--- src/source/touch_latch.sv ---
`timescale 1ns/10ps

module touch_latch (
    input  logic        clk,
    input  logic        nRst,
    input  logic [31:0] i2c_xy_i,
    input  logic        i2c_valid_i,
    input  logic        clear_i,
    output logic [31:0] xy_o,
    output logic        done_o
);
    logic [31:0] xy_q;
    logic        done_q;

    assign xy_o   = xy_q;
    assign done_o = done_q;

    always_ff @(posedge clk, negedge nRst) begin
        if (!nRst) begin
            xy_q   <= '0;
            done_q <= 1'b0;
        end else if (i2c_valid_i) begin
            // a fresh sample beats a clear in the same cycle
            xy_q   <= i2c_xy_i;
            done_q <= 1'b1;
        end else if (clear_i) begin
            done_q <= 1'b0;
        end
    end

endmodule

--- config.mk ---
export PLATFORM = sky130hd
export DESIGN_NAME = touch_latch
export DESIGN_NICKNAME = d
export VERILOG_FILES = /design/src/source/touch_latch.sv
export SDC_FILE = /design/constraint.sdc
export NUM_CORES = 1
export LEC_CHECK = 0
export BUFFER_PORTS_ARGS = -buffer_cell sky130_fd_sc_hd__buf_2
export CORE_ASPECT_RATIO = 2
export CORE_MARGIN = 5
export CORE_UTILIZATION = 44
export DETAILED_ROUTE_END_ITERATION = 6
export HOLD_SLACK_MARGIN = 0.12
export PLACE_DENSITY = 0.76
export SLEW_MARGIN = 0
export SYNTH_ARGS = -nofsm -noshare
export SYNTH_HDL_FRONTEND = slang
export SYNTH_SLANG_ARGS = --single-unit
--- constraint.sdc ---
create_clock -name clk -period 0.9 [get_ports clk]
set_input_delay 0.135 -clock clk [delete_from_list [all_inputs] [get_ports clk]]
set_output_delay 0.135 -clock clk [all_outputs]
set_load 0.01 [all_outputs]
==> reports/summary.txt <==
vias per cell: 4.75
Setup crit end kind: primary output
met3 Use GR: 4.34%
via count of the routed design: 1083
total track usage: 17.9%
total gr overflow: 0
Clk Tree Root Cell: clkbuf_8
Critical-path top delay cell: dfrtp_1
skew final: 0 ps
Slew @ Worst Pin: 176 ps
Initial Utilization: 46.3%
Avg Cell Area, Syn: 19.4 µm²
CP peak stage delay: 400 ps
share of layout cells above drive strength 1: 65.2%
Achievable Freq: 1.04 GHz
Core Area: 0.00298 mm²
post-DP HPWL: 2260 µm
Sink Count: 33
worst-path maximum fanout: 2
initial antenna violation count: 0
power share of the clock group: 31.6%
routed len/inst: 17.1 µm
Post-Synthesis Cells: 71
WP buf/inv: 1
pin count of the biggest net entering global routing: 34
Synth cell types: 7
post-route insts no fill: 228
Final Cell Area: 0.00237 mm²
Buffers on Ports: 68
# IOs: 69
first-pass GRT wire length: 5980 µm
number of routed nets with antenna violations: 0
failing checks: negative setup slack
Cell Area, Synth: 0.00138 mm²
CP arrival: 820 ps
Num CTS Buffers: 5
sw power: 0.949 mW
GRT met2 Usage: 33.1%
CTS Buffer Depth: 2
nets@finish: 233
fin. max-slew vios: 0
part of the power in registers: 44.4%
min Tclk post-route: 957 ps
most frequent cells in the layout: 63 x buf_2, 34 x dlygate4sd3_1, 33 x dfrtp_1, 29 x mux2_4, 14 x buf_4
Yosys reg bits: 33
die area: 0.00442 mm²
row count: 28
Clk pin slew, worst setup/hold paths: 70 ps
CP top delay family: flip-flops
PD cells: 1640 mW/mm²
Placed Cells: 168
DR iter-0 viols: 19
CP startpoint kind: register
Placer Congestion: 0.673
Area Overhead vs Synth: 71.8%
RSZ-0062 raised after global routing: yes
vias in the first global route: 1246
Post-DP Area: 0.00174 mm²
Worst Hold Class: input port to register
PnR Total Power: 3.88 mW
P_int: 2.93 mW
syn_nets: 107
Setup CP Type: register to primary output
GR Util met1: 18.7%
DRC: 0
Worst VDD drop: 0.00159 V
outcome: finished with violations
Filler Cells Inserted: 171
busiest grt layer: met2
Switching Fraction: 24.5%
worst-path cell chain: buf_2
period utilisation layout: 106%
Final Hold Slack: 240 ps
Place WS: -59.7 ps
ant diodes: 0
commonest non-fill, non-tap cell in the layout: buf_2
Data required, critical path: 760 ps
register area share after synthesis: 59.9%
htree depth: 2
First-pass DRT Iterations: 4
Warnings, synthesis: 0
Die Wd: 49.6 µm
combinational power share: 24.0%
Max Cap Viol: 0
Worst slew margin: 88.3%
Final setup viols: 36
number of hold violations in the final report: 0
final worst slack: -57.1 ps
CTS tree: built
Routed WL: 3900 µm
Leak: 1.24 nW
die height: 89.1 µm
worst skew pair latency: 270 ps
kinds of logic (layout without fill, tap and decap cells):
| family | after synthesis | after routing | synth area share (%) |
|---|---|---|---|
| DFF | 33 | 33 | 59.9 |
| muxes | 32 | 32 | 34.1 |
| buffers and inverters | 5 | 132 | 5.45 |
| AOI/OAI and AO/OA | 1 | 1 | 0.545 |
cell usage after synthesis:
master	number	area, µm²
a21o_1	1	7.51
dfrtp_1	33	826
mux2_4	29	435
buf_6	1	11.3
buf_12	3	60.1
mux2_2	3	33.8
inv_1	1	3.75
registers in the layout (all words and copies together) (netlist names):
register and flops:
done_o 1, xy_o 32
stage by stage:
step / util (%) / setup TNS, ps
after floorplan: - / 0
after global placement: 58.6 / -744
after detailed placement: 58.6 / -1420
after CTS: 76.1 / -1520
after global routing: 79.5 / -2640
final: 79.5 / -1360
final cells by class:
cell class | count | area (µm²) | area share (%)
clock inverters | 1 | 5.00 | 0.211
well taps | 30 | 37.5 | 1.59
flip-flops and latches | 33 | 826 | 34.9
multi-input cells | 33 | 477 | 20.1
repair buffers | 123 | 922 | 39.0
clock buffers | 7 | 96.3 | 4.07
inverters | 1 | 3.75 | 0.159
final timing paths:
path / end / depth (start not counted) / start / slack (ps)
max in group asynchronous: xy_o[31] / 3 / nRst / 390
worst max-delay path: xy_o[2] / 1 / xy_o[2] / -60
worst min-delay path: xy_o[29] / 2 / i2c_valid_i / 240
min in group asynchronous: xy_o[0] / 3 / nRst / 340
worst min register to register: xy_o[30] / 1 / xy_o[30] / 520
worst max register to register: xy_o[17] / 2 / xy_o[17] / 0
layer usage:
metal	up-vias	share of wire [%]
li1	493	-
met5	-	0
met3	6	5.0
met1	542	35
met4	0	1.5
met2	42	59
power groups by stage:
| stage | Combinational [mW] | Sequential (mW) | Clock [mW] |
|---|---|---|---|
| 2_1_floorplan | 0.295 | 1.80 | 0 |
| 5_1_grt | 0.987 | 1.74 | 1.36 |
| 4_1_cts | 0.848 | 1.71 | 1.25 |
| 3_3_place_gp | 0.640 | 1.73 | 0 |
| 3_5_place_dp | 0.659 | 1.74 | 0 |
| 6_report | 0.930 | 1.72 | 1.22 |
timing repair:
action | CTS | global route
gates resized for setup | 1 | 8
endpoints found under the setup margin | 33 | 38
setup buffers | 10 | 8
hold buffers | 34 | 0
endpoints found under the hold margin | 66 | 0
pin swaps | 0 | 0
(Power assumes the default switching activity.)
