<file path="src/source/mmio_pkg.sv">
package mmio_pkg;

    // one command from the memory handler, held for a single cycle
    typedef struct packed {
        logic        read;
        logic        write;
        logic        getinst;   // instruction fetch, routed like a read
        logic [31:0] address;
        logic [31:0] data;      // write data
    } mh_req_t;

    // strobe/busy request to the data memory
    typedef struct packed {
        logic [31:0] address;
        logic [31:0] data;
        logic        read;
        logic        write;
    } mem_req_t;

    // command frame for the display SPI shifter
    typedef struct packed {
        logic [7:0]  command;
        logic [3:0]  counter;     // parameter bytes after the command, 0 to 4
        logic [31:0] parameters;  // msb byte goes out first
        logic        start;       // one cycle strobe
    } spi_cmd_t;

    typedef enum logic [2:0] {
        IDLE,
        PENDING,   // command latched, waiting for its target
        MEMREAD,
        MEMWRITE,
        DONE
    } mmio_state_t;

    // fixed target addresses, all above the memory window
    localparam logic [31:0] SPI_ADDR_CMD   = 32'd121212; // command byte + counter
    localparam logic [31:0] SPI_ADDR_PARAM = 32'd333333; // parameters, starts the frame
    localparam logic [31:0] I2C_ADDR       = 32'd923923; // touch xy word

endpackage

</file>
<file path="src/source/spi_cmd_shifter.sv">
`timescale 1ns/10ps

module spi_cmd_shifter #(
    parameter int unsigned SPI_DIV = 4  // clk cycles per sck half period
) (
    input  logic               clk,
    input  logic               nRst,
    input  mmio_pkg::spi_cmd_t cmd_i,
    output logic               busy_o,
    output logic               spi_sck_o,
    output logic               spi_mosi_o,
    output logic               spi_cs_n_o
);
    localparam int unsigned DW = $clog2(SPI_DIV + 1);

    logic [39:0]   shreg_q;   // command byte, then parameters
    logic [DW-1:0] div_q;
    logic [2:0]    bit_q;
    logic [2:0]    byte_q;    // bytes left after the current one
    logic          sck_q;
    logic          busy_q;
    logic          tick;
    logic [2:0]    nbytes;

    assign tick   = busy_q && (div_q == DW'(SPI_DIV - 1));
    assign nbytes = (cmd_i.counter > 4'd4) ? 3'd4 : cmd_i.counter[2:0];  // clamp to 4

    assign busy_o     = busy_q;
    assign spi_sck_o  = sck_q;
    assign spi_mosi_o = shreg_q[39];
    assign spi_cs_n_o = ~busy_q;

    always_ff @(posedge clk, negedge nRst) begin
        if (!nRst) begin
            shreg_q <= '0;
            div_q   <= '0;
            bit_q   <= '0;
            byte_q  <= '0;
            sck_q   <= 1'b0;
            busy_q  <= 1'b0;
        end else if (!busy_q) begin
            if (cmd_i.start) begin
                shreg_q <= {cmd_i.command, cmd_i.parameters};
                byte_q  <= nbytes;
                bit_q   <= '0;
                div_q   <= '0;
                sck_q   <= 1'b0;
                busy_q  <= 1'b1;  // cs_n goes low with it
            end
        end else if (!tick) begin
            div_q <= div_q + 1'b1;
        end else begin
            div_q <= '0;
            if (!sck_q) begin
                sck_q <= 1'b1;   // rising edge, device samples here
            end else begin
                sck_q   <= 1'b0;
                shreg_q <= {shreg_q[38:0], 1'b0};  // next bit on the falling edge
                if (bit_q == 3'd7) begin
                    bit_q <= '0;
                    if (byte_q == '0) begin
                        busy_q <= 1'b0;  // frame done, cs_n rises
                    end else begin
                        byte_q <= byte_q - 1'b1;
                    end
                end else begin
                    bit_q <= bit_q + 1'b1;
                end
            end
        end
    end

endmodule

</file>
<file path="config.mk">
export PLATFORM = sky130hd
export DESIGN_NAME = spi_cmd_shifter
export DESIGN_NICKNAME = d
export VERILOG_FILES = /design/src/source/mmio_pkg.sv /design/src/source/spi_cmd_shifter.sv
export SDC_FILE = /design/constraint.sdc
export NUM_CORES = 1
export LEC_CHECK = 0
export BUFFER_PORTS_ARGS = -buffer_cell sky130_fd_sc_hd__buf_2
export CAP_MARGIN = 25
export CORE_MARGIN = 5
export CORE_UTILIZATION = 58
export DETAILED_ROUTE_END_ITERATION = 8
export PLACE_DENSITY = 0.84
export SLEW_MARGIN = 20
export SYNTH_ARGS = -nofsm -noshare
export SYNTH_HDL_FRONTEND = slang
export SYNTH_SLANG_ARGS = --single-unit
</file>
<file path="constraint.sdc">
create_clock -name clk -period 3.09 [get_ports clk]
set_clock_uncertainty 0.1 [all_clocks]
set_input_delay 0.4635 -clock clk [delete_from_list [all_inputs] [get_ports clk]]
set_output_delay 0.4635 -clock clk [all_outputs]
set_load 0.02 [all_outputs]
</file>
==> results.md, run 1 <==
* Top cells by area, synth: dfrtp_1 53%, mux2i_1 16%, o21ai_1 8.7%, nand2_1 6.8%, ha_1 2.6%
* Worst R2R Setup Slack at 1080 ps
* Most frequent cell after synthesis: dfrtp_1
* RD Place Congestion at 0.739
* Area delta synth->final at 16.5%
* Synth unique cells at 29
* Die area at 0.00558 mm^2
* Sequential fraction of the synthesis area at 52.6%
* Overall Global Routing Usage at 19.3%
* Via density per instance at 5.40
* N_diodes at 0
* Critical path arrival at 1470 ps
* Critical R2R Capture: byte_q[1]$_DFFE_PN0P_
* Post-Synth XOR/XNOR Area at 0.361%
* Post-synth EDFFs at 0
* Routed vias at 1,792
* Origin of the worst setup path: busy_o$_DFF_PN0_
* Mux cell area share after synthesis at 16.1%
* Worst setup EP type: primary output
* Core area at 0.00403 mm^2
* Dominant cell type by area after synthesis: dfrtp_1
* Reg2reg path depth at 6
* Max Fclk at 492 MHz
* Final setup TNS at 0 ps
* Compound-gate portion of the synthesized area at 13.0%
* Total power divided by cell area at 729 mW/mm^2
* Die W at 74.7 um
* Total Nets Final at 333
* Hold WC Path Type: input pin to asynchronous set/reset pin
* Final setup viols at 0
* WP data required at 2530 ps
* Grt total ovfl at 0
* Post-layout util at 70.2%
* Post-CTS setup buffers at 0
* CTS tree: built
* Synth Area in Adders at 2.58%
* Tcrit/Tclk final at 65.8%
* Share of layout cells above drive strength 1 at 23.0%
* Drt total wl at 4.87 mm
* Filler cells at 321
* Mapped Cells at 234
* Post-cts hold buffer count at 0
* Final hold violation count at 0
* Worst R2R Start: div_q[1]$_DFFE_PN0P_
* Slew HR at 59.6%
* Drt pass-1 iters at 4
* CTS resizes at 0
* Main combinational cell family by area after synthesis: multiplexers
* WS Path Type: flip-flop to primary output
* Max rail drop VDD at 490 uV
* DRT iter0 DRCs at 111
* Worst-margin pin slew at 604 ps
* Worst skew pair latency at 300 ps
* Vias in the first global route at 1,759
* Std-Cell Rows at 23
* RSZ-0062 raised after global routing: false
* Commonest cells post-synth: 51 x dfrtp_1, 44 x nand2_1, 42 x o21ai_1, 39 x mux2i_1, 6 x buf_4
* TritonCTS buffer count at 5
* Largest net degree at the start of global routing at 35
* Design area at 0.00283 mm^2
* Post-route DRC at 0
* Clock-pin slew on the worst setup and hold paths at 90 ps
* Startpoint types: flip-flop
* Remaining antenna violation count at 0
* Status: finished, final reports clean
* Initial core utilization at 60.2%
* Post-synth top area share at 52.6%
* H-tree depth at 2
* Clk sink count at 51
* Synth async-reset ratio at 100%
* Initial antenna violation count at 0
* Min Tclk post-route at 2030 ps
* Synth Cell Area at 0.00243 mm^2
* Syn. warnings at 0
* First-pass GRT wire length at 8.11 mm
* DPL Wire Length at 3.56 mm
* #FFs+latches synth at 51
* Clk root buf: clkbuf_8
* CP endpoint: busy_o
* Max Buffers Root-to-Sink at 2
* Slew Limit Fails at 0
* I/O pin count at 51
* Die Y at 74.7 um
* DR WL/cell at 14.7 um
* Primary FF master, synth: dfrtp_1
* Max-cap violation count at 0
* Syn_nets at 286
* Avg Inst Size Synth at 10.4 um^2
* Buffers on Ports at 50
* Static leakage at 1.58 nW
* Area post-placement at 0.00273 mm^2
* Simple-gate area share of the yosys netlist at 11.1%
* Worst-path maximum fanout at 17
==> report_power, final <==
part | switching [mW] | total, mW | internal [mW] | leakage (nW)
combinational | 0.308 | 0.579 | 0.270 | 0.850
sequential | 0.151 | 1.07 | 0.923 | 0.676
clock | 0.205 | 0.409 | 0.204 | 0.0515
total | 0.664 | 2.06 | 1.40 | 1.58
==> worst min path at each step <==
stage                                       start                 endpoint  slack [ps]  cells past startpoint
after detailed placement   shreg_q[0]$_DFFE_PN0P_   shreg_q[0]$_DFFE_PN0P_         370                      2
after CTS                                    nRst    spi_sck_o$_DFFE_PN0P_          60                      1
after floorplan                              nRst     bit_q[0]$_DFFE_PN0P_          70                      0
after global placement    shreg_q[39]$_DFFE_PN0P_  shreg_q[39]$_DFFE_PN0P_         360                      2
final                                        nRst    spi_sck_o$_DFFE_PN0P_          40                      1
after global routing                         nRst    spi_sck_o$_DFFE_PN0P_          90                      1
==> cells in the final DEF, fill, tap and decap left out, drive strengths merged, types with 2 or more instances in the layout <==
| master | n |
|---|---|
| nand2b | 5 |
| o21ai | 45 |
| nor3 | 2 |
| clkbuf | 8 |
| a21oi | 4 |
| buf | 55 |
| nand3 | 3 |
| nor2 | 2 |
| inv | 5 |
| nand2 | 44 |
| mux2i | 39 |
| a22o | 2 |
| dfrtp | 51 |
| ha | 5 |
==> area by class of cell <==
cell class / count / area, um^2 / area share [%]
tap: 50 / 62.6 / 2.21
multi-input combinational: 163 / 1050 / 37.3
timing repair buffer: 55 / 313 / 11.1
clock buffer: 8 / 100 / 3.54
inverter: 5 / 18.8 / 0.664
sequential: 51 / 1280 / 45.2
==> registers in the layout, indices dropped and copies added (netlist names) <==
name and cells:
div_q 3, bit_q 3, spi_sck_o 1, byte_q 3, busy_o 1, shreg_q 40
==> cell families (layout without fill, tap and decap cells) <==
kind of cell	count (synthesis)	after routing
adders and majority gates	5	5
AOI/OAI and AO/OA	57	57
and+or+nand+nor	61	61
DFF	51	51
muxes	39	39
xor gates and xnor gates	1	1
buffers and inverters	20	68
==> worst max-delay path: stages, from the launching register on <==
cell	delay (ps)
dfrtp_2	590
buf_4	350
buf_2	220
==> metrics by stage <==
stage / cells / worst slack, ps / hold slack [ps] / total power [mW]
floorplan: 234 / 1420 / 67.9 / 1.47
global placement: 324 / 1160 / 361 / 1.61
detailed placement: 324 / 1100 / 372 / 1.66
CTS: 332 / 1060 / 58.7 / 2.08
global route: 332 / 959 / 86.7 / 2.22
finish: 332 / 1060 / 39.6 / 2.06
==> routing by layer <==
layer / wire, um / track usage [%] / vias to the layer above
li1: - / - / 904
met1: 2140 / 25.5 / 845
met2: 2390 / 31.1 / 34
met3: 245 / 4.94 / 9
met4: 94 / 6.92 / 0
met5: 0 / 0 / -
Power figures use the tool's default switching activity.
==> inputs of run 2 (changes only) <==
--- a/config.mk
+++ b/config.mk
@@ -5,12 +5,13 @@
 export SDC_FILE = /design/constraint.sdc
 export NUM_CORES = 1
 export LEC_CHECK = 0
+export ABC_AREA = 1
 export BUFFER_PORTS_ARGS = -buffer_cell sky130_fd_sc_hd__buf_2
 export CAP_MARGIN = 25
 export CORE_MARGIN = 5
-export CORE_UTILIZATION = 58
+export CORE_UTILIZATION = 50
 export DETAILED_ROUTE_END_ITERATION = 8
-export PLACE_DENSITY = 0.84
+export PLACE_DENSITY = 0.76
 export SLEW_MARGIN = 20
 export SYNTH_ARGS = -nofsm -noshare
 export SYNTH_HDL_FRONTEND = slang
==> constraint.sdc (replaced) <==
create_clock -name clk -period 1.8 [get_ports clk]
set_clock_uncertainty 0.1 [all_clocks]
set_input_delay 0.27 -clock clk [delete_from_list [all_inputs] [get_ports clk]]
set_output_delay 0.27 -clock clk [all_outputs]
set_load 0.02 [all_outputs]
==> results.md, run 2 <==
* Final hold violation count at 0 (unchanged)
* Worst skew pair latency at 300 ps (about the same)
* Largest net degree at the start of global routing at 52 (+49%)
* Primary FF master, synth: dfrtp_1
* Drt total wl at 5.07 mm (+4.3%)
* WS Path Type: flip-flop to primary output
* Post-CTS setup buffers at 0 (unchanged)
* CP endpoint: spi_cs_n_o
* Hold Path Origin: cmd_i[1]
* DPL Wire Length at 3.64 mm (+2.2%)
* Std-Cell Rows at 27 (+17%)
* Buffers & Inverters on Critical Path at 3 (+1)
* Clk root buf: clkbuf_8
* Top cells by area, synth: dfrtp_1 46%, nand2_1 14%, o21ai_0 9.0%, o21ai_2 8.9%, inv_1 6.8%
* Post-synth EDFFs at 0 (unchanged)
* DR WL/cell at 11.1 um (-24%)
* Tcrit/Tclk final at 93.4%
* CTS tree: built
* Initial core utilization at 50.9% (-9.3 points)
* Drt pass-1 iters at 4 (unchanged)
* Status: finished, final reports clean
* Buffers on Ports at 50 (unchanged)
* Avg Inst Size Synth at 8.15 um^2 (-21%)
* DRT iter0 DRCs at 93 (-16%)
* Most frequent cells in the layout: 104 x nand2_1, 50 x inv_1, 50 x o21ai_0, 50 x dfrtp_1, 50 x buf_2
* Initial antenna violation count at 0 (unchanged)
* TritonCTS buffer count at 5 (unchanged)
* Final setup viols at 0 (unchanged)
* Syn_nets at 392 (+37%)
* Most frequent cell after synthesis: nand2_1
* N_diodes at 0 (unchanged)
* Worst R2R Setup Slack at 200 ps (-880 ps)
* Grt total ovfl at 0 (unchanged)
* Via density per instance at 4.74 (-12%)
* Critical Path Max Stage Delay at 490 ps (-100 ps)
* Clk sink count at 51 (unchanged)
* Max rail drop VDD at 446 uV (-9.0%)
* Dominant cell type by area after synthesis: dfrtp_1
* Total power divided by cell area at 666 mW/mm^2 (-8.7%)
* Critical R2R Capture: shreg_q[39]$_DFFE_PN0P_
* Synth unique cells at 24 (-17%)
* Synth Cell Area at 0.00277 mm^2 (+14%)
* Commonest cells post-synth: 104 x nand2_1, 51 x dfrtp_1, 50 x inv_1, 50 x o21ai_0, 28 x o21ai_2
* Mapped Cells at 340 (+45%)
* Max-cap violation count at 0 (unchanged)
* Crit path depth at 3 (+1)
* Syn. warnings at 0 (unchanged)
* RD Place Congestion at 0.784 (+6.1%)
* RSZ-0062 raised after global routing: false
* Area post-placement at 0.00307 mm^2 (+13%)
* Min Tclk post-route at 1680 ps
* First-pass GRT wire length at 9.05 mm (+12%)
* Die Y at 84.4 um (+13%)
* Synth async-reset ratio at 100% (unchanged)
* Overall Global Routing Usage at 15.4% (-4.0 points)
* Max Fclk at 595 MHz
* Final setup TNS at 0 ps (unchanged)
* Largest delay share family, worst path: buffers and inverters
* Area delta synth->final at 16.2%
* Vias in the first global route at 2,182 (+24%)
* I/O pin count at 51 (unchanged)
* Post-synth top area share at 46.1% (-6.5 points)
* Critical path arrival at 1310 ps (-160 ps)
* Share of layout cells above drive strength 1 at 26.7% (+3.6 points)
* Static leakage at 1.51 nW (-4.1%)
* Design area at 0.00322 mm^2 (+14%)
* Sequential fraction of the synthesis area at 46.1% (-6.5 points)
* Commonest non-fill, non-tap cell in the layout: nand2_1
* #FFs+latches synth at 51 (unchanged)
* Worst setup EP type: primary output
* Remaining antenna violation count at 0 (unchanged)
* Post-route DRC at 0 (unchanged)
* CP Cell Sequence: inv_4 -> buf_12 -> buf_2
* Max reg flops at 40 (unchanged)
* Die W at 84.4 um (+13%)
* Hold WC Path Type: input pin to flip-flop
* Worst-margin pin slew at 282 ps (-322 ps)
* Reg2reg path depth at 8 (+2)
* Slew HR at 81.0% (+21 points)
* WP data required at 1430 ps (-1100 ps)
* Total Nets Final at 437 (+31%)
* Slew Limit Fails at 0 (unchanged)
* Routed vias at 2,169 (+21%)
* H-tree depth at 2 (unchanged)
* Max Buffers Root-to-Sink at 2 (unchanged)
* Startpoint types: flip-flop
* Largest reg by FF count: shreg_q
* Worst R2R Start: div_q[0]$_DFFE_PN0P_
* Clock-pin slew on the worst setup and hold paths at 90 ps (about the same)
* Worst-path maximum fanout at 43 (+26)
* Origin of the worst setup path: busy_o$_DFF_PN0_
* Slowest CP cell: dfrtp_2
* Die area at 0.00713 mm^2 (+28%)
* Core area at 0.00544 mm^2 (+35%)
## run 2: changes by cell type after synthesis, moves of 28 or more
cell     change
nand2_1     +60
mux2i_1     -39
o21ai_2     +28
inv_1       +45
o21ai_0     +47
o21ai_1     -40
## run 2: final cells by class
cell class / count / area [um^2]
fill: 515 / 2220
sequential: 51 / 1280
multi-input combinational: 218 / 1140
timing repair buffer: 57 / 380
inverter: 52 / 198
tap: 72 / 90.1
clock buffer: 6 / 72.6
clock inverter: 2 / 60.1
## run 2: kinds of logic (layout without fill, tap and decap cells)
group,after synthesis,count (layout),share of synthesized area [%]
adder cells (fa/ha/maj),5,5,2.26
AO/OA/AOI/OAI,89,89,20.5
buffers and inverters,71,117,12.8
AND/OR/NAND/NOR,124,124,18.4
flip-flops,51,51,46.1
## run 2: repair_timing
action,CTS,global route
hold endpoints to repair,51,0
hold buffers,1,0
setup endpoints to repair,0,1
gates resized for setup,0,1
## run 2: report_power, final
group,total [mW],switching (mW),leakage (nW),internal [mW]
combinational,0.0818,0.0406,0.938,0.0413
sequential,1.14,0,0.509,1.14
clock,0.917,0.361,0.0654,0.555
total,2.14,0.402,1.51,1.74
## run 2: layer usage
metal / share of wire (%) / vias to the layer above / GRT usage, %
met4: 1.9 / 0 / 6.19
met5: 0 / - / 0
met1: 45 / 978 / 18.0
li1: - / 1152 / -
met3: 3.7 / 8 / 3.83
met2: 49 / 31 / 26.9
## run 2: through the flow
step	power, mW	worst slack (ps)	util [%]	hold WS (ps)	cells
after floorplan	1.17	320	-	-126	340
after global placement	1.25	272	56.5	180	449
after CTS	2.17	46.3	59.1	161	458
after global routing	2.23	36.8	59.2	151	458
final	2.14	118	59.2	168	458
after detailed placement	1.25	206	56.5	189	449
## run 2: worst reg2reg max path: stages, from the launching register on
cell	delay, ps
dfrtp_1	370
ha_1	170
inv_1	50
nor2_1	190
nand2_2	140
nand2_4	140
buf_12	210
nor2_1	70
a21oi_2	90
## run 2: worst min path at each step
stage / to / cells past startpoint
finish: shreg_q[0]$_DFFE_PN0P_ / 3
detailed placement: shreg_q[6]$_DFFE_PN0P_ / 2
floorplan: bit_q[0]$_DFFE_PN0P_ / 0
global placement: shreg_q[7]$_DFFE_PN0P_ / 2
global route: shreg_q[0]$_DFFE_PN0P_ / 3
CTS: shreg_q[0]$_DFFE_PN0P_ / 3
