[src/source/mmio_pkg.sv]
package mmio_pkg;

    // one command from the memory handler, held for a single cycle
    typedef struct packed {
        logic        read;
        logic        write;
        logic        getinst;   // instruction fetch, routed like a read
        logic [31:0] address;
        logic [31:0] data;      // write data
    } mh_req_t;

    // strobe/busy request to the data memory
    typedef struct packed {
        logic [31:0] address;
        logic [31:0] data;
        logic        read;
        logic        write;
    } mem_req_t;

    // command frame for the display SPI shifter
    typedef struct packed {
        logic [7:0]  command;
        logic [3:0]  counter;     // parameter bytes after the command, 0 to 4
        logic [31:0] parameters;  // msb byte goes out first
        logic        start;       // one cycle strobe
    } spi_cmd_t;

    typedef enum logic [2:0] {
        IDLE,
        PENDING,   // command latched, waiting for its target
        MEMREAD,
        MEMWRITE,
        DONE
    } mmio_state_t;

    // fixed target addresses, all above the memory window
    localparam logic [31:0] SPI_ADDR_CMD   = 32'd121212; // command byte + counter
    localparam logic [31:0] SPI_ADDR_PARAM = 32'd333333; // parameters, starts the frame
    localparam logic [31:0] I2C_ADDR       = 32'd923923; // touch xy word

endpackage

[src/source/mmio.sv]
`timescale 1ns/10ps

module mmio #(
    parameter int unsigned MEM_BYTES = 2048
) (
    input  logic               clk,
    input  logic               nRst,
    // memory handler side
    input  mmio_pkg::mh_req_t  mh_req_i,
    output logic [31:0]        mh_data_o,
    output logic               mmio_busy_o,
    // data memory
    output mmio_pkg::mem_req_t mem_req_o,
    input  logic [31:0]        mem_data_i,
    input  logic               mem_busy_i,
    // display spi
    output mmio_pkg::spi_cmd_t spi_cmd_o,
    input  logic               spi_busy_i,
    // touch sample
    input  logic [31:0]        touch_xy_i,
    input  logic               touch_done_i,
    output logic               touch_clear_o
);
    import mmio_pkg::*;

    mmio_state_t state_q, state_d;
    mh_req_t     pend_q, pend_d;    // latched command
    mem_req_t    mem_q, mem_d;
    spi_cmd_t    spi_q, spi_d;
    logic [31:0] data_q, data_d;    // read data back to the handler
    logic        clear_q, clear_d;

    logic        rd_cmd;
    logic        wr_cmd;
    logic        hit_mem;
    logic        hit_i2c;
    logic        hit_spi_cmd;
    logic        hit_spi_par;

    // decode works on the latched command, not the live request
    assign rd_cmd      = pend_q.read | pend_q.getinst;
    assign wr_cmd      = pend_q.write;
    assign hit_i2c     = (pend_q.address == I2C_ADDR);
    assign hit_spi_cmd = (pend_q.address == SPI_ADDR_CMD);
    assign hit_spi_par = (pend_q.address == SPI_ADDR_PARAM);
    assign hit_mem     = (pend_q.address < 32'(MEM_BYTES));

    assign mmio_busy_o   = (state_q != IDLE);
    assign mh_data_o     = data_q;
    assign mem_req_o     = mem_q;
    assign spi_cmd_o     = spi_q;
    assign touch_clear_o = clear_q;

    always_ff @(posedge clk, negedge nRst) begin
        if (!nRst) begin
            state_q <= IDLE;
            pend_q  <= '0;
            mem_q   <= '0;
            spi_q   <= '0;
            data_q  <= '0;
            clear_q <= 1'b0;
        end else begin
            state_q <= state_d;
            pend_q  <= pend_d;
            mem_q   <= mem_d;
            spi_q   <= spi_d;
            data_q  <= data_d;
            clear_q <= clear_d;
        end
    end

    always_comb begin
        state_d       = state_q;
        pend_d        = pend_q;
        mem_d         = mem_q;
        spi_d         = spi_q;
        spi_d.start   = 1'b0;  // start is a single pulse
        data_d        = data_q;
        clear_d       = 1'b0;

        case (state_q)
            IDLE: begin
                if (mh_req_i.read || mh_req_i.write || mh_req_i.getinst) begin
                    pend_d  = mh_req_i;
                    state_d = PENDING;
                end
            end

            PENDING: begin
                if (rd_cmd) begin
                    if (hit_i2c) begin
                        // no sample yet, keep waiting
                        if (touch_done_i) begin
                            data_d  = touch_xy_i;
                            clear_d = 1'b1;
                            state_d = DONE;
                        end
                    end else if (hit_mem) begin
                        if (!mem_busy_i) begin
                            mem_d.address = pend_q.address;
                            mem_d.read    = 1'b1;
                            state_d       = MEMREAD;
                        end
                    end else begin
                        data_d  = '0;  // unmapped read
                        state_d = DONE;
                    end
                end else if (wr_cmd) begin
                    if (hit_spi_cmd) begin
                        spi_d.command = pend_q.data[7:0];
                        spi_d.counter = pend_q.data[11:8];
                        state_d       = DONE;
                    end else if (hit_spi_par) begin
                        if (!spi_busy_i) begin  // hold off until the last frame ends
                            spi_d.parameters = pend_q.data;
                            spi_d.start      = 1'b1;
                            state_d          = DONE;
                        end
                    end else if (hit_mem) begin
                        if (!mem_busy_i) begin
                            mem_d.address = pend_q.address;
                            mem_d.data    = pend_q.data;
                            mem_d.write   = 1'b1;
                            state_d       = MEMWRITE;
                        end
                    end else begin
                        state_d = DONE;  // write dropped
                    end
                end else begin
                    state_d = DONE;
                end
            end

            MEMREAD: begin
                if (!mem_busy_i) begin
                    data_d     = mem_data_i;
                    mem_d.read = 1'b0;
                    state_d    = DONE;
                end
            end

            MEMWRITE: begin
                if (!mem_busy_i) begin
                    mem_d.write = 1'b0;
                    state_d     = DONE;
                end
            end

            DONE: state_d = IDLE;  // busy drops on the way back

            default: state_d = IDLE;
        endcase
    end

endmodule

[config.mk]
export PLATFORM = sky130hd
export DESIGN_NAME = mmio
export DESIGN_NICKNAME = d
export VERILOG_FILES = /design/src/source/mmio_pkg.sv /design/src/source/mmio.sv
export SDC_FILE = /design/constraint.sdc
export NUM_CORES = 1
export LEC_CHECK = 0
export BUFFER_PORTS_ARGS = -buffer_cell sky130_fd_sc_hd__buf_4
export CAP_MARGIN = 20
export CORE_MARGIN = 8
export CORE_UTILIZATION = 49
export CTS_BUF_LIST = sky130_fd_sc_hd__clkbuf_8
export CTS_CLUSTER_DIAMETER = 80
export DETAILED_ROUTE_END_ITERATION = 6
export PLACE_DENSITY = 0.8
export SYNTH_ARGS = -nofsm -noshare
export SYNTH_HDL_FRONTEND = slang
export SYNTH_SLANG_ARGS = --single-unit
[constraint.sdc]
create_clock -name clk -period 7.67 [get_ports clk]
set_input_delay 1.534 -clock clk [delete_from_list [all_inputs] [get_ports clk]]
set_output_delay 1.534 -clock clk [all_outputs]
set_load 0.05 [all_outputs]
==> results of run 1 <==
path summary, 6_finish.rpt:
path                                              to  slack, ns
max in group asynchronous      pend_q[8]$_DFFE_PN0P_       5.47
hold / removal             mem_req_o[38]$_DFFE_PN0P_       0.48
min in group asynchronous  mem_req_o[63]$_DFFE_PN0P_       1.07
setup / recovery                         mmio_busy_o       4.02
setup reg to reg           mem_req_o[30]$_DFFE_PN0P_       4.55
hold reg to reg            mem_req_o[38]$_DFFE_PN0P_       0.48
power by group through the flow:
stage	sequential [mW]	clock [mW]	combinational, mW
floorplan	1.87	0	0.640
global placement	1.63	0	1.32
detailed placement	1.65	0	1.36
CTS	1.63	1.06	1.36
global route	1.67	1.11	1.49
finish	1.63	1.03	1.35
layout by cell type, fill, tap and decap left out, types with 2 or more instances in the layout:
cell,synthesis,routed
a21oi_1,34,34
nor2_1,15,12
or4bb_1,2,2
buf_4,0,291
clkinv_2,0,3
nand4b_1,2,2
clkbuf_8,0,51
nor3b_1,3,3
nand2_1,226,226
and3_1,32,32
o21ai_2,8,8
a211oi_1,33,32
o21ai_1,3,3
mux2_2,67,67
o21ai_0,2,2
dfrtp_1,214,214
or3_1,3,2
a22o_1,2,2
nand4_1,4,4
nand2b_1,4,3
nand3_1,4,4
and2_1,24,24
a31oi_1,2,2
mux2_1,9,9
a221oi_1,32,32
or4_1,2,2
nor2_2,0,2
or4_4,3,3
buf_8,0,2
buf_16,0,2
inv_1,4,15
nor4_1,6,6
nor3_1,4,4
tightest hold or removal path: cells and delay by family (launching register included):
kind / cells / cell delay [ns]
AOI/OAI and AO/OA: 1 / 0.05
DFF: 1 / 0.34
and+or+nand+nor: 1 / 0.06
per-layer routing:
layer,GRT usage (%),vias to the layer above,part of all wire [%]
met2,36.4,291,47
met3,9.29,39,12
met1,26.9,3537,40
met4,6.88,2,1.7
met5,0,-,0.050
li1,-,3410,-
state kept, by name, indices dropped and copies added (netlist names):
signal	flops
mem_req_o	66
pend_q	66
mh_data_o	32
spi_cmd_o	45
wr_cmd	1
state_q	3
touch_clear_o	1
kinds of logic (layout without fill, tap and decap cells):
logic type	count (synthesis)	after routing	synth area share, %
buffers and inverters	62	365	3.00
AND/OR/NAND/NOR	344	344	17.9
multiplexers	76	76	9.56
flip-flops	214	214	59.8
AO/OA/AOI/OAI	121	121	9.72
final cells by class:
cell class / count / share of cell area (%)
multi-input combinational: 541 / 28.0
inverter: 4 / 0.124
tap: 229 / 2.37
clock buffer: 50 / 5.70
sequential: 214 / 44.4
clock inverter: 15 / 0.529
timing repair buffer: 296 / 18.9
metrics by stage:
step                power (mW)  setup slack, ns  cells  utilization, %
floorplan                 2.51             4.87    817               -
global placement          2.95             4.36   1280            62.5
detailed placement        3.01             4.41   1282            62.7
CTS                       4.05             3.99   1347            66.9
global route              4.27             3.83   1349            67.2
finish                    4.01             4.02   1349            67.2
==> metrics.cfg, run 1 <==
[detailed_routing]
num_vias=7279
firstDrtPassIters=5
via_per_inst=5.40
drc=0
drtIter0Drc=487
totalWireLength_mm=26.1
ant_nets=0
detail_route.wl_per_cell_um=19.3

[pwr]
power_density_mw_per_mm2=333
p_comb_share_pct=33.6
p_switching_mw=1.57
ir_worst_vdd_v=0.000239
pwr-share-clk_pct=25.8
switching_share_pct=39.0
p_leak_nw=6.48
seq_power_share_pct=40.7
p_int_mw=2.45

[worst_hold_path]
min_delay_path_depth=2
worstHoldPathType=register to register
min_from=mem_req_o[38]$_DFFE_PN0P_

[critical_path]
path_max_fanout=7
critPathTopFamily=simple AND/OR/NAND/NOR gates
worst_r2r_startpoint=pend_q[55]$_DFFE_PN0P_
cp_num_cells=3
crit_start=state_q[2]$_DFFE_PN0P_
arrival_ns=2.11
max_stage_delay_ns=0.62
cp_cell_sequence=nor3_1 > inv_1 > buf_4
path_class=register to output port
crit_required_ns=6.14
slowest_stage=nor3_1
path_buf_inv=2
end_kind=output port
worstSetupStartpointType=register
r2r_cells=5

[synthesis]
synth-async-reset-ratio_pct=100
yosys-top-cells-count=nand2_1 (226), dfrtp_1 (214), mux2_2 (67), clkbuf_1 (48), a21oi_1 (34)
yosysTopAreaCell=dfrtp_1
synth_enable_flop_cells=0
syn_inst=817
syn_nets=953
ys_seq_elements=214
syn_avg_cell_area_um2=11.0
syn_area_mm2=0.00895
seq_area_frac_synth_pct=59.8
synth_top_area_share_pct=59.8
synth.most_common_cell=nand2_1
synth_area_leaders=dfrtp_1 (60%), nand2_1 (9.5%), mux2_2 (8.4%)
ys.flop_type=dfrtp_1
yosysWarnings=0
ys_types=45

[cts]
cts_root_buffer=clkbuf_8
cts_max_level=2
cts_setup_buffers=0
ctsLongestPathBuffers=3
cts-resized-gates=0
clk_latency_ns=0.52
path_clk_slew_ns=0.06
clock-sinks=214
cts_tree=built
cts_buffers=37
cts_hold_buf=0

[placement]
placed_area_mm2=0.0113
hpwl_mm=18.4
place.gp.congestion=0.863
numPortBuffers=280

[die]
die_h_um=151
ios=281
core_mm2=0.0180
die_w_um=151
dieArea_mm2=0.0229
initial_core_util_pct=49.9
num_rows=49

[sta]
hold_slack_ns=0.478
finalSetupTns_ns=0
setup_viol=0
fmax_mhz=274
period_minus_slack_ns=3.65
max_slew_margin_pct=27.4
period_share_pct=47.6
slew_viol_final=0
worst_pin_slew_ns=1.09
rsz0062_at_grt=false
worst_clock_skew_ns=0.0205
hold_viol=0

[global_routing]
grt_antenna_before_repair=1
grt_max_degree=93
track_usage_pct=22.5
first_global_vias=7672
overflow=0
grt_pass1_wl_mm=40.7

[cells_and_area]
antennaDiodeCount=0
nets=1230
seqCellArea_mm2=0.00536
fillers=1379
drive_above_1_share_pct=39.2
area_growth_pct=34.8
final_cell_area_mm2=0.0121
multi_input_area_mm2=0.00338

[job]
maxCapViolations=0

[run_status]
outcome=complete, no violations

Power figures use the tool's default switching activity.
==> inputs of run 2 (changes only) <==
- clock period: 7.67 -> 3.7 ns (I/O delays scaled with it)
==> metrics.cfg, run 2 (synthesis results as in run 1) <==
[pwr]
ir_worst_vdd_v=0.000506  ; +110%
p_leak_nw=6.48  ; about the same
power_density_mw_per_mm2=692  ; +110%

[global_routing]
overflow=0  ; unchanged
grt_pass1_wl_mm=41.4  ; +1.8%
first_global_vias=7787  ; +1.5%
grt_antenna_before_repair=0  ; -1
track_usage_pct=23.0  ; +0.48 points
grt_max_degree=85  ; -8.6%

[cells_and_area]
area_growth_pct=34.7  ; about the same
final_cell_mix=buf_4 (295), nand2_1 (226), dfrtp_1 (214)
seqCellArea_mm2=0.00536  ; unchanged
finish.utilization_pct=67.1  ; about the same
multi_input_area_mm2=0.00338  ; unchanged
fin_cells=1349  ; unchanged
nets=1231  ; +0.081%
fillers=1402  ; +1.7%
antennaDiodeCount=0  ; unchanged
final_common_cell=buf_4
drive_above_1_share_pct=39.3  ; +0.089 points

[die]
dieArea_mm2=0.0229  ; unchanged
core_mm2=0.0180  ; unchanged
ios=281  ; unchanged
die_h_um=151  ; unchanged
initial_core_util_pct=49.9  ; unchanged
die_w_um=151  ; unchanged
num_rows=49  ; unchanged

[cts]
clk_latency_ns=0.53  ; about the same
cts_buffers=36  ; -2.7%
cts_max_level=2  ; unchanged
path_clk_slew_ns=0.06  ; about the same
cts_tree=built
cts_root_buffer=clkbuf_8
clock-sinks=214  ; unchanged
cts-resized-gates=0  ; unchanged
ctsLongestPathBuffers=3  ; unchanged
cts_hold_buf=0  ; unchanged
cts_setup_buffers=0  ; unchanged

[sta]
rsz0062_at_grt=false
period_minus_slack_ns=3.06
hold_viol=0  ; unchanged
worst_pin_slew_ns=1.03  ; -0.0586 ns
max_slew_margin_pct=31.3  ; +3.9 points
fmax_mhz=327
worst_clock_skew_ns=0.0240  ; +0.00348 ns
finalSetupTns_ns=0  ; unchanged
setup_viol=0  ; unchanged
period_share_pct=82.6
slew_viol_final=0  ; unchanged

[detailed_routing]
num_vias=7307  ; +0.38%
via_per_inst=5.42  ; +0.38%
detail_route.wl_per_cell_um=19.5  ; +0.74%
totalWireLength_mm=26.3  ; +0.74%
firstDrtPassIters=5  ; unchanged
drc=0  ; unchanged
ant_nets=0  ; unchanged
drtIter0Drc=428  ; -12%

[worst_hold_path]
worstHoldPathType=input port to asynchronous set/reset pin

[critical_path]
worstSetupStartpointType=register
end_kind=register
crit_required_ns=4.09  ; -2.05 ns
arrival_ns=3.45  ; +1.34 ns
path_max_fanout=33  ; +26
path_class=register to register
r2r_slack_ns=0.64  ; -3.91 ns

[run_status]
outcome=complete, no violations

[job]
maxCapViolations=0  ; unchanged

[placement]
numPortBuffers=280  ; unchanged
dp_cells=1286  ; +0.31%
place.gp.congestion=0.880  ; +1.9%
hpwl_mm=18.9  ; +2.8%

run 2: critical path: stages, from the launching register on:
cell	delay, ns
dfrtp_1	0.38
or4_4	0.58
nor4_2	0.51
nand2_1	0.14
or3_2	0.82
mux2_1	0.46
run 2: worst paths after layout:
check | cells past startpoint | end | from
max in group asynchronous | 2 | mh_data_o[0]$_DFFE_PN0P_ | nRst
min in group clk | 3 | pend_q[10]$_DFFE_PN0P_ | mh_req_i[10]
worst min register to register | 2 | pend_q[58]$_DFFE_PN0P_ | pend_q[58]$_DFFE_PN0P_
worst max-delay path | 5 | mem_req_o[29]$_DFFE_PN0P_ | pend_q[55]$_DFFE_PN0P_
worst min-delay path | 1 | mem_req_o[62]$_DFFE_PN0P_ | nRst
worst max register to register | 5 | mem_req_o[29]$_DFFE_PN0P_ | pend_q[55]$_DFFE_PN0P_
run 2: layout make-up:
cell class	count	area share [%]
clock buffer	49	5.59
clock inverter	14	0.716
inverter	4	0.124
multi-input combinational	541	28.0
sequential	214	44.4
tap	229	2.38
timing repair buffer	298	18.8
run 2: per-layer routing:
metal / vias up / share of wire, % / track usage [%]
met4: 0 / 2.3 / 7.92
met1: 3548 / 39 / 27.6
met2: 302 / 47 / 36.6
li1: 3413 / - / -
met5: - / 0 / 0
met3: 44 / 12 / 9.38
run 2: through the flow:
stage / area (µm²) / worst slack (ns) / power, mW / hold slack (ns)
CTS: 12100 / 0.650 / 8.43 / 0.279
finish: 12100 / 0.645 / 8.35 / 0.269
floorplan: 8950 / 1.19 / 5.21 / 0.437
detailed placement: 11300 / 0.668 / 6.24 / 0.458
global route: 12100 / 0.474 / 8.87 / 0.315
global placement: 11300 / 0.750 / 6.14 / 0.455
run 2: where the power goes:
group,internal [mW],switching [mW],leakage (nW)
Combinational,0.974,1.84,3.24
Sequential,2.91,0.455,2.81
Clock,1.25,0.919,0.432
==> inputs of run 3 (changes only) <==
- CORE_UTILIZATION: 49 -> 48
- PLACE_DENSITY: 0.8 -> 0.82
- clock period: 3.7 -> 2.5 ns (I/O delays scaled with it)
==> metrics.cfg, run 3 (synthesis results as in run 1) <==
[detailed_routing]
drc=0  ; unchanged
firstDrtPassIters=5  ; unchanged
num_vias=7348  ; +0.56%
via_per_inst=5.36  ; -1.1%
ant_nets=0  ; unchanged
drtIter0Drc=336  ; -21%
detail_route.wl_per_cell_um=19.8  ; +1.8%
totalWireLength_mm=27.2  ; +3.6%

[sta]
period_share_pct=99.0  ; +16 points
hold_slack_ns=0.167  ; -0.102 ns
max_slew_margin_pct=59.4  ; +28 points
rsz0062_at_grt=true
hold_viol=0  ; unchanged
worst_pin_slew_ns=0.609  ; -0.422 ns
period_minus_slack_ns=2.48  ; -0.580 ns
worst_clock_skew_ns=0.0291  ; +0.00514 ns
setup_viol=0  ; unchanged
fmax_mhz=404  ; +23%
slew_viol_final=0  ; unchanged
finalSetupTns_ns=0  ; unchanged
fin_ws_ns=0.0245  ; -0.620 ns

[cells_and_area]
final_cell_area_mm2=0.0125  ; +3.5%
final_common_cell=buf_4
final_cell_mix=buf_4 (301), nand2_1 (226), dfrtp_1 (214)
area_growth_pct=39.4
drive_above_1_share_pct=41.7  ; +2.5 points
fin_cells=1372  ; +1.7%
finish.utilization_pct=67.4  ; +0.27 points
nets=1254  ; +1.9%
antennaDiodeCount=0  ; unchanged

[placement]
place.gp.congestion=0.883  ; +0.31%
numPortBuffers=280  ; unchanged
placed_area_mm2=0.0115  ; +2.0%
place_ws_ns=-0.0194  ; -0.688 ns
hpwl_mm=19.3  ; +1.9%
dp_cells=1306  ; +1.6%

[pwr]
p_comb_share_pct=34.8  ; +1.1 points
pwr-share-clk_pct=26.4  ; +0.5 points
p_leak_nw=6.66  ; +2.8%
power_density_mw_per_mm2=1030  ; +48%
design_power_total_mw=12.8  ; +54%
switching_share_pct=38.3  ; -0.20 points
p_int_mw=7.91  ; +54%
seq_power_share_pct=38.9  ; -1.4 points
ir_worst_vdd_v=0.000616  ; +22%
p_switching_mw=4.92  ; +53%

[die]
ios=281  ; unchanged
core_mm2=0.0185  ; +3.1%
num_rows=50  ; +2.0%
die_h_um=153  ; +0.93%
die_w_um=153  ; +0.93%
initial_core_util_pct=48.4  ; -1.5 points
dieArea_mm2=0.0233  ; +1.9%

[run_status]
outcome=complete, no violations

[global_routing]
grt_pass1_wl_mm=42.7  ; +3.0%
overflow=0  ; unchanged
first_global_vias=7914  ; +1.6%
track_usage_pct=22.7  ; -0.21 points
grt_antenna_before_repair=0  ; unchanged
grt_max_degree=67  ; -21%

[critical_path]
arrival_ns=2.87  ; -0.58 ns
slowest_stage=or4_4
crit_required_ns=2.89  ; -1.20 ns
path_class=register to register
end_kind=register
cpMostUsedCell=or4_4
path_max_fanout=22  ; -33%
max_stage_delay_ns=0.55  ; -0.27 ns
cp_cell_sequence=or4_4 > or4_4 > or4_4 > buf_12 > and2_1
worstSetupStartpointType=register

[cts]
ctsLongestPathBuffers=3  ; unchanged
cts_buffers=39  ; +8.3%
clock-sinks=214  ; unchanged
clk_latency_ns=0.53  ; about the same
cts_root_buffer=clkbuf_8
cts_max_level=2  ; unchanged
cts_tree=built
path_clk_slew_ns=0.06  ; about the same

[worst_hold_path]
worstHoldPathType=input port to register

[job]
maxCapViolations=0  ; unchanged

run 3: repair_timing:
action	in CTS	in global routing
pin swaps	1	4
gates resized for setup	5	17
cloned	1	2
hold buffers	1	0
endpoints found under the hold margin	57	0
buffers inserted	0	1
endpoints found under the setup margin	45	49
run 3: per-layer routing:
| layer | GRT usage, % | up-vias | routed length, µm |
|---|---|---|---|
| met2 | 36.4 | 326 | 12900 |
| met5 | 0 | - | 0 |
| met4 | 8.53 | 0 | 762 |
| met1 | 27.4 | 3522 | 10900 |
| met3 | 8.74 | 47 | 2680 |
| li1 | - | 3453 | - |
run 3: power groups by stage:
| stage | Sequential [mW] | Clock [mW] | Combinational (mW) |
|---|---|---|---|
| 3_5_place_dp | 5.03 | 0 | 4.37 |
| 5_1_grt | 5.10 | 3.64 | 4.87 |
| 4_1_cts | 4.97 | 3.46 | 4.41 |
| 3_3_place_gp | 4.96 | 0 | 4.26 |
| 2_1_floorplan | 5.75 | 0 | 1.96 |
| 6_report | 4.99 | 3.39 | 4.46 |
run 3: final timing paths:
path | start | endpoint | slack (ns) | depth (start not counted)
worst max-delay path | pend_q[60]$_DFFE_PN0P_ | mem_req_o[60]$_DFFE_PN0P_ | 0.02 | 5
worst min-delay path | mh_req_i[52] | pend_q[52]$_DFFE_PN0P_ | 0.17 | 3
worst max register to register | pend_q[60]$_DFFE_PN0P_ | mem_req_o[60]$_DFFE_PN0P_ | 0.02 | 5
worst min register to register | pend_q[58]$_DFFE_PN0P_ | pend_q[58]$_DFFE_PN0P_ | 0.48 | 2
max in group asynchronous | nRst | pend_q[17]$_DFFE_PN0P_ | 1.18 | 3
min in group asynchronous | nRst | mem_req_o[54]$_DFFE_PN0P_ | 0.53 | 2
run 3: final cells by class:
class                   instances  area [µm²]
fillers                      1398        6030
flip-flops and latches        214        5360
multi-input cells             541        3460
repair buffers                318        2570
clock buffers                  47         647
well taps                     234         293
clock inverters                14         143
inverters                       4        15.0
run 3: critical path, delay by kind of cell (launching register included):
kind                   cells  cell delay, ns
and+or+nand+nor            4            1.77
DFF                        1            0.38
buffers and inverters      1            0.19
